[config.mk]
export PLATFORM = sky130hd
export DESIGN_NAME = dac_scale_path
export DESIGN_NICKNAME = d
export VERILOG_FILES = /design/src/hw/dac_pkg.sv /design/src/hw/dac_scale_path.sv /design/src/hw/dac_prescaler.sv /design/src/hw/credit_fifo.sv
export VERILOG_INCLUDE_DIRS = /design/src /design/src/include
export SDC_FILE = /design/constraint.sdc
export NUM_CORES = 2
export LEC_CHECK = 0
export BUFFER_PORTS_ARGS = -buffer_cell sky130_fd_sc_hd__buf_4
export CORE_AREA = 5 5 504 630
export CTS_BUF_LIST = sky130_fd_sc_hd__clkbuf_8 sky130_fd_sc_hd__clkbuf_16
export CTS_CLUSTER_DIAMETER = 100
export DETAILED_ROUTE_END_ITERATION = 10
export DIE_AREA = 0 0 509 635
export RECOVER_POWER = 100
export SLEW_MARGIN = 20
export SYNTH_ARGS = -nofsm -noshare
export SYNTH_HDL_FRONTEND = slang
export SYNTH_SLANG_ARGS = --single-unit
[constraint.sdc]
create_clock -name clk -period 6.5 [get_ports clk]
set_input_delay 0.65 -clock clk [delete_from_list [all_inputs] [get_ports clk]]
set_output_delay 0.65 -clock clk [all_outputs]
set_load 0.01 [all_outputs]
[src/include/dac_defines.svh]
// sample, lane, scale, clip counter and buffer depth macros for the DAC scaling path
`ifndef DAC_DEFINES_SVH
`define DAC_DEFINES_SVH

// width of one signed DAC sample
`define DAC_SAMPLE_WIDTH 16

// number of parallel samples carried by one beat
`define DAC_LANES 4

// signed scale factor width and its fraction bits, giving a range of [-2, 2)
`define DAC_SCALE_WIDTH 18
`define DAC_SCALE_FRAC 16

// input buffer depth, which is also the credit count the external source starts with
`define DAC_IN_DEPTH 8

// output buffer depth, which sets the credits the input buffer starts with
`define DAC_OUT_DEPTH 8

// width of the saturating counter of clipped samples
`define DAC_CLIP_WIDTH 16

`endif
[src/hw/dac_pkg.sv]
// shared typedefs for samples, beats, scale factor, products and counters
`include "dac_defines.svh"

package dac_pkg;

  // one signed sample in the DAC number format
  typedef logic signed [`DAC_SAMPLE_WIDTH-1:0] sample_t;

  // all lanes of one beat packed together with lane 0 in the low bits
  typedef logic [`DAC_LANES*`DAC_SAMPLE_WIDTH-1:0] beat_t;

  // signed scale factor applied to every lane
  typedef logic signed [`DAC_SCALE_WIDTH-1:0] scale_t;

  // full precision product of one sample and the scale factor
  typedef logic signed [`DAC_SAMPLE_WIDTH+`DAC_SCALE_WIDTH-1:0] product_t;

  // number of samples that hit the clamp limits, stops at all ones
  typedef logic [`DAC_CLIP_WIDTH-1:0] clip_count_t;

  // sized so that the deeper of the two buffers still fits, including the full value
  typedef logic [$clog2((`DAC_IN_DEPTH > `DAC_OUT_DEPTH ? `DAC_IN_DEPTH : `DAC_OUT_DEPTH) + 1)-1:0]
    credit_count_t;

endpackage

[src/hw/dac_scale_path.sv]
// dac_scale_path module, input buffer then prescaler then output buffer on credit links
`timescale 1ns/100ps
`include "dac_defines.svh"

module dac_scale_path (
  input  logic                 clk,
  input  logic                 reset,
  // source side, the source starts with DAC_IN_DEPTH credits
  input  logic                 in_valid,
  input  dac_pkg::beat_t       in_data,
  output logic                 in_credit,
  // static configuration
  input  dac_pkg::scale_t      in_scale,
  // sink side, the sink is assumed to offer DAC_OUT_DEPTH slots after reset
  output logic                 out_valid,
  output dac_pkg::beat_t       out_data,
  input  logic                 out_credit,
  output dac_pkg::clip_count_t clip_count
);

  // link from the input buffer into the prescaler
  logic           pre_in_valid;
  dac_pkg::beat_t pre_in_data;
  logic           pre_in_credit;

  // link from the prescaler into the output buffer
  logic           pre_out_valid;
  dac_pkg::beat_t pre_out_data;
  logic           pre_out_credit;

  // the input buffer may launch as many beats as the output buffer can hold
  credit_fifo #(
    .DEPTH        (`DAC_IN_DEPTH),
    .INIT_CREDITS (`DAC_OUT_DEPTH)
  ) u_in_fifo (
    .clk       (clk),
    .reset     (reset),
    .wr_valid  (in_valid),
    .wr_data   (in_data),
    .wr_credit (in_credit),
    .rd_valid  (pre_in_valid),
    .rd_data   (pre_in_data),
    .rd_credit (pre_in_credit)
  );

  dac_prescaler u_prescaler (
    .clk        (clk),
    .reset      (reset),
    .in_valid   (pre_in_valid),
    .in_data    (pre_in_data),
    .in_credit  (pre_in_credit),
    .scale      (in_scale),
    .out_valid  (pre_out_valid),
    .out_data   (pre_out_data),
    .out_credit (pre_out_credit),
    .clip_count (clip_count)
  );

  credit_fifo #(
    .DEPTH        (`DAC_OUT_DEPTH),
    .INIT_CREDITS (`DAC_OUT_DEPTH)
  ) u_out_fifo (
    .clk       (clk),
    .reset     (reset),
    .wr_valid  (pre_out_valid),
    .wr_data   (pre_out_data),
    .wr_credit (pre_out_credit),
    .rd_valid  (out_valid),
    .rd_data   (out_data),
    .rd_credit (out_credit)
  );

endmodule

[src/hw/dac_prescaler.sv]
// dac_prescaler module, a two-stage lane multiply, round and saturate pipeline with clip count
`timescale 1ns/100ps
`include "dac_defines.svh"

module dac_prescaler (
  input  logic                 clk,
  input  logic                 reset,
  // beats from the input buffer, accepted every cycle without a stall
  input  logic                 in_valid,
  input  dac_pkg::beat_t       in_data,
  output logic                 in_credit,
  // static scale factor, only changed while the path is empty
  input  dac_pkg::scale_t      scale,
  // scaled beats toward the output buffer
  output logic                 out_valid,
  output dac_pkg::beat_t       out_data,
  input  logic                 out_credit,
  output dac_pkg::clip_count_t clip_count
);

  localparam int SW = `DAC_SAMPLE_WIDTH;

  // half an output LSB, added before the shift so that rounding goes half up
  localparam dac_pkg::product_t ROUND_HALF = dac_pkg::product_t'(2 ** (`DAC_SCALE_FRAC - 1));

  // clamp limits of the signed sample range at product width
  localparam dac_pkg::product_t SAMPLE_MAX = dac_pkg::product_t'(2 ** (SW - 1) - 1);
  localparam dac_pkg::product_t SAMPLE_MIN = dac_pkg::product_t'(-(2 ** (SW - 1)));

  // enough bits to count every lane of one beat as clipped
  localparam int LANE_CNT_W = $clog2(`DAC_LANES + 1);
  // one extra bit to detect that the clip counter would wrap
  localparam int SUM_W = `DAC_CLIP_WIDTH + 1;

  dac_pkg::scale_t   scale_q;
  logic              valid_q;
  dac_pkg::product_t prod_q [`DAC_LANES];

  dac_pkg::product_t     rounded [`DAC_LANES];
  logic [`DAC_LANES-1:0] clipped;
  dac_pkg::beat_t        sat_data;
  logic [LANE_CNT_W-1:0] clip_lanes;
  logic [SUM_W-1:0]      clip_sum;

  // the scale factor is sampled every cycle
  // a change while beats are in flight gives undefined results for those beats
  always_ff @(posedge clk) begin
    scale_q <= scale;
  end

  // first stage keeps the full product of every lane
  // both operands are signed so the product is sign extended to product width
  always_ff @(posedge clk) begin
    if (in_valid) begin
      for (int i = 0; i < `DAC_LANES; i++) begin
        prod_q[i] <= dac_pkg::sample_t'(in_data[i*SW +: SW]) * scale_q;
      end
    end
  end

  // second stage works on the registered products
  // the sample fraction bits cancel so only the scale fraction bits are shifted out
  always_comb begin
    sat_data = '0;
    clipped  = '0;
    for (int i = 0; i < `DAC_LANES; i++) begin
      rounded[i] = (prod_q[i] + ROUND_HALF) >>> `DAC_SCALE_FRAC;
      if (rounded[i] > SAMPLE_MAX) begin
        sat_data[i*SW +: SW] = SW'(SAMPLE_MAX);
        clipped[i]           = 1'b1;
      end else if (rounded[i] < SAMPLE_MIN) begin
        sat_data[i*SW +: SW] = SW'(SAMPLE_MIN);
        clipped[i]           = 1'b1;
      end else begin
        sat_data[i*SW +: SW] = rounded[i][SW-1:0];
      end
    end
  end

  // count how many lanes of this beat were limited
  always_comb begin
    clip_lanes = '0;
    for (int i = 0; i < `DAC_LANES; i++) begin
      clip_lanes = clip_lanes + LANE_CNT_W'(clipped[i]);
    end
  end

  assign clip_sum = {1'b0, clip_count} + SUM_W'(clip_lanes);

  always_ff @(posedge clk) begin
    if (valid_q) begin
      out_data <= sat_data;
    end
  end

  always_ff @(posedge clk) begin
    if (reset) begin
      valid_q    <= 1'b0;
      out_valid  <= 1'b0;
      in_credit  <= 1'b0;
      clip_count <= '0;
    end else begin
      valid_q   <= in_valid;
      out_valid <= valid_q;
      // every accepted beat already owns an output buffer slot
      // so the downstream credits are simply passed back one cycle later
      in_credit <= out_credit;
      // the count moves together with the beat it belongs to and holds at its maximum
      if (valid_q) begin
        if (clip_sum[SUM_W-1]) begin
          clip_count <= '1;
        end else begin
          clip_count <= clip_sum[SUM_W-2:0];
        end
      end
    end
  end

endmodule

[src/hw/credit_fifo.sv]
// credit_fifo module, a credit-governed beat buffer that sends onward under its own credits
`timescale 1ns/100ps
`include "dac_defines.svh"

module credit_fifo #(
  parameter int DEPTH        = `DAC_IN_DEPTH,
  parameter int INIT_CREDITS = `DAC_OUT_DEPTH
) (
  input  logic           clk,
  input  logic           reset,
  // write side, the upstream sender only launches a beat when it holds a credit
  input  logic           wr_valid,
  input  dac_pkg::beat_t wr_data,
  output logic           wr_credit,
  // read side, launched when this buffer holds a credit for the receiver
  output logic           rd_valid,
  output dac_pkg::beat_t rd_data,
  input  logic           rd_credit
);

  localparam int PTR_WIDTH = (DEPTH > 1) ? $clog2(DEPTH) : 1;

  // beat storage in a circular buffer
  dac_pkg::beat_t mem [DEPTH];

  logic [PTR_WIDTH-1:0]  wr_ptr;
  logic [PTR_WIDTH-1:0]  rd_ptr;
  // number of beats currently held
  dac_pkg::credit_count_t fill;
  // credits held toward the downstream receiver
  dac_pkg::credit_count_t credits;
  logic                   pop;

  // pointers wrap at DEPTH so that depths other than a power of two still work
  function automatic logic [PTR_WIDTH-1:0] next_ptr(input logic [PTR_WIDTH-1:0] ptr);
    if (ptr == PTR_WIDTH'(DEPTH - 1)) begin
      return '0;
    end
    return ptr + 1'b1;
  endfunction

  // a beat leaves whenever something is stored and the receiver has room for it
  assign pop = (fill != '0) && (credits != '0);

  // incoming beats are written without a room check
  // the sender's credit count already guarantees that a slot is free
  always_ff @(posedge clk) begin
    if (wr_valid) begin
      mem[wr_ptr] <= wr_data;
    end
  end

  // the output word is registered so that a beat written at one edge
  // can be sent at the next edge at the earliest
  always_ff @(posedge clk) begin
    if (pop) begin
      rd_data <= mem[rd_ptr];
    end
  end

  always_ff @(posedge clk) begin
    if (reset) begin
      wr_ptr    <= '0;
      rd_ptr    <= '0;
      fill      <= '0;
      credits   <= dac_pkg::credit_count_t'(INIT_CREDITS);
      rd_valid  <= 1'b0;
      wr_credit <= 1'b0;
    end else begin
      if (wr_valid) begin
        wr_ptr <= next_ptr(wr_ptr);
      end
      if (pop) begin
        rd_ptr <= next_ptr(rd_ptr);
      end
      // write and pop in the same cycle leave the occupancy unchanged
      fill <= fill + dac_pkg::credit_count_t'(wr_valid) - dac_pkg::credit_count_t'(pop);
      // a returned credit and a send in the same cycle also cancel out
      credits <= credits + dac_pkg::credit_count_t'(rd_credit)
                 - dac_pkg::credit_count_t'(pop);
      rd_valid <= pop;
      // the freed slot is handed back upstream in the cycle after the pop
      wr_credit <= pop;
    end
  end

endmodule

==> metrics.md <==
| Metric | Value |
|---|---|
| Status | complete, but fails checks |
| Failing checks | max-capacitance violations, max-slew violations |
| #FFs+latches synth | 1359 |
| Routed via count | 52500 |
| Warnings from Yosys | 0 |
| Crit Path Class | flip-flop to flip-flop |
| Crit Path Max Fanout | 8 |
| Slew headroom | -1.48 |
| Vias in the first global route | 58100 |
| Post-synthesis sequential area ratio | 0.433 |
| Final hold viol count | 0 |
| # rows | 229 |
| CTS clk-pin slew, worst paths | 60 ps |
| Max-cap viol count | 41 |
| Worst Path Required | 7070 ps |
| Worst reg2reg path startpoint | u_in_fifo.rd_data[37]$_DFFE_PP_ |
| Crit share post-route | 0.973 |
| Commonest non-fill, non-tap cell in the layout | inv_1 |
| Primary FF master, synth | edfxtp_1 |
| Most frequent cells in the layout | inv_1 (1307), edfxtp_1 (1292), fa_1 (1153) |
| Post-route DRC | 0 |
| Synthesized area per cell | 13.5 um^2 |
| Post-DRT Antenna Nets | 0 |
| R2R setup slack | 180 ps |
| Tmin final | 6320 ps |
| Clock sinks | 1359 |
| Total wire length | 222000 um |
| Initial Util | 0.299 |
| CTS max path bufs | 3 |
| Post-Syn Area | 0.0928 mm^2 |
| Syn Nets | 8508 |
| Worst path arrival time | 6900 ps |
| Die height | 635 um |
| Largest net degree at the start of global routing | 107 |
| First-pass GRT wire length | 344000 um |
| GRT overflow | 0 |
| Clock tree root driver cell | clkbuf_16 |
| Depth of the worst register-to-register path | 24 |
| Placed cell count | 11200 |
| Fillers | 30200 |
| Async set or reset register ratio after synthesis | 0 |
| Share of cells above drive strength 1 | 0.130 |
| CP endpoint | u_prescaler.prod_q[2][33]$_DFFE_PP_ |
| Fin. max-slew vios | 1583 |
| Routability congestion estimate from global placement | 0.876 |
| Crit. End Element | flip-flop |
| Critical Path Start Type | flip-flop |
| Number of synthesized flops with an enable pin | 1292 |
| Die X | 509 um |
| R2R Path End | u_prescaler.prod_q[2][33]$_DFFE_PP_ |
| Hold WS | 170 ps |
| Non-Filler Instances | 11600 |
| Initial antenna violation count | 48 |
| DIE AREA | 0.323 mm^2 |
| Clk_skew | 53.7 ps |
| CTS tree | yes |
| Number of port buffers | 167 |
| # setup viols final | 0 |
| Dpl hpwl | 159000 um |
| Maximum clock rate | 0.158 GHz |
| Avg Vias per Cell | 4.52 |
| Clock latency on the worst-skew pair | 830 ps |
| Post-DR wirelength/cell | 19.1 um |
| DR pass1 iterations | 5 |
| CTS HTree Levels | 4 |
| Total CTS buffers | 152 |
| Post-layout net count | 8907 |
| Post-synthesis cell count | 6891 |
| Ports | 168 |
| Layout area overhead | 14.6% |
| Overall routing resource usage | 0.137 |
| Setup ws final | 175 ps |
| Core ar. | 0.311 mm^2 |
| Crit path from | u_in_fifo.rd_data[37]$_DFFE_PP_ |
| Type of the most critical hold path | input port to flip-flop |
| Pre-CTS setup slack | 5.01 ps |
| Worst-Margin Slew | 3720 ps |
| Starting DRT DRC Count | 3162 |
| Synth unique cells | 91 |
-- area by class of cell --
cell class	count	area, um^2	area share
Inverter	1287	4830	0.0454
Tap cell	4158	5200	0.0489
Multi-Input combinational cell	3942	46700	0.440
Clock inverter	116	1040	0.00979
Timing Repair Buffer	548	4250	0.0400
Antenna cell	54	135	0.00127
Sequential cell	1359	40200	0.378
Clock buffer	156	3880	0.0365
-- stage by stage --
step / utilization / cell area (um^2) / TNS (ps)
after floorplan: - / 92800 / 0
after global placement: 0.325 / 101000 / 0
after detailed placement: 0.325 / 101000 / 0
after CTS: 0.342 / 106000 / 0
after global routing: 0.342 / 106000 / -101
final: 0.342 / 106000 / 0
-- state kept, by name, summed over array words and instances (netlist names), 3 cells and up --
name	cells
u_prescaler.clip_count	16
u_out_fifo.wr_ptr	3
u_out_fifo.credits	4
u_prescaler.prod_q	76
u_out_fifo.rd_data	64
u_prescaler.scale_q	18
u_out_fifo.fill	4
u_in_fifo.rd_data	64
u_in_fifo.mem	512
u_in_fifo.wr_ptr	3
u_out_fifo.mem	512
u_in_fifo.credits	4
u_prescaler.out_data	64
u_in_fifo.rd_ptr	3
u_out_fifo.rd_ptr	3
u_in_fifo.fill	4
-- cells by family (layout without fill, tap and decap cells) --
logic type	after synthesis	in the layout	share of synthesized area
buffers and inverters	1590	2107	0.0651
other	0	54	0
adder cells (fa/ha/maj)	1531	1531	0.300
AO/OA/AOI/OAI	303	303	0.0227
multiplexers	393	393	0.0787
AND/OR/NAND/NOR	1522	1522	0.0822
XOR/XNOR	193	193	0.0182
flip-flops	1359	1359	0.433
-- cell usage after synthesis, drive strengths merged, types with 25 or more instances --
cell type     n  share of area
xnor2       121          0.011
buf          52         0.0028
mux2        129          0.016
xor2         72         0.0068
edfxtp     1292           0.42
nor3         25         0.0014
nor2        166         0.0069
clkbuf      251          0.010
and2        538          0.036
nand4        25         0.0020
o21ai       103         0.0069
fa         1162           0.25
a21o         32         0.0026
a21oi        81         0.0045
nand3        46         0.0025
ha          369          0.050
dfxtp        67          0.014
inv        1286          0.052
nand2       605          0.025
mux4        256          0.062
nand2b       41         0.0028
-- routing by layer --
layer | up-vias | GRT usage | share of wire
met3 | 338 | 0.0285 | 0.059
met4 | 30 | 0.0397 | 0.027
met1 | 27500 | 0.178 | 0.42
li1 | 23300 | - | -
met5 | - | 0 | 0.00089
met2 | 1308 | 0.230 | 0.49
-- how the worst min path moves through the flow --
stage / end / from / cells after the start
CTS: u_in_fifo.mem[3][36]$_DFFE_PP_ / in_data[36] / 1
finish: u_in_fifo.wr_ptr[1]$_SDFFE_PP0P_ / in_valid / 3
global placement: u_prescaler.clip_count[0]$_SDFFE_PP0P_ / u_prescaler.clip_count[0]$_SDFFE_PP0P_ / 2
detailed placement: u_prescaler.clip_count[0]$_SDFFE_PP0P_ / u_prescaler.clip_count[0]$_SDFFE_PP0P_ / 2
global route: u_in_fifo.wr_ptr[1]$_SDFFE_PP0P_ / in_valid / 3
floorplan: u_prescaler.in_credit$_SDFF_PP0_ / u_out_fifo.wr_credit$_SDFF_PP0_ / 1
-- what timing repair did --
item / 4_1_cts / 5_1_grt
setup buffers: 0 / 61
endpoints found under the hold margin: 120 / 1
endpoints found under the setup margin: 0 / 39
hold buffers: 33 / 1
gates resized for setup: 0 / 60
-- worst max-delay path, cell delays in order (launching register included) --
cell	delay, ps
edfxtp_1	510
buf_6	200
and2_1	170
fa_1	500
inv_1	50
fa_1	470
fa_1	520
inv_1	60
fa_1	510
fa_1	500
inv_1	60
fa_1	510
inv_1	50
ha_1	310
nand4_1	140
a21oi_2	160
a21oi_2	90
nor2b_1	140
a31oi_1	60
buf_4	180
a211oi_2	220
buf_4	150
o21a_1	140
nor4_1	60
a311o_1	340
Power is not shown: default switching activity piles up to over one toggle a cycle in this logic, so the estimate is an artifact.
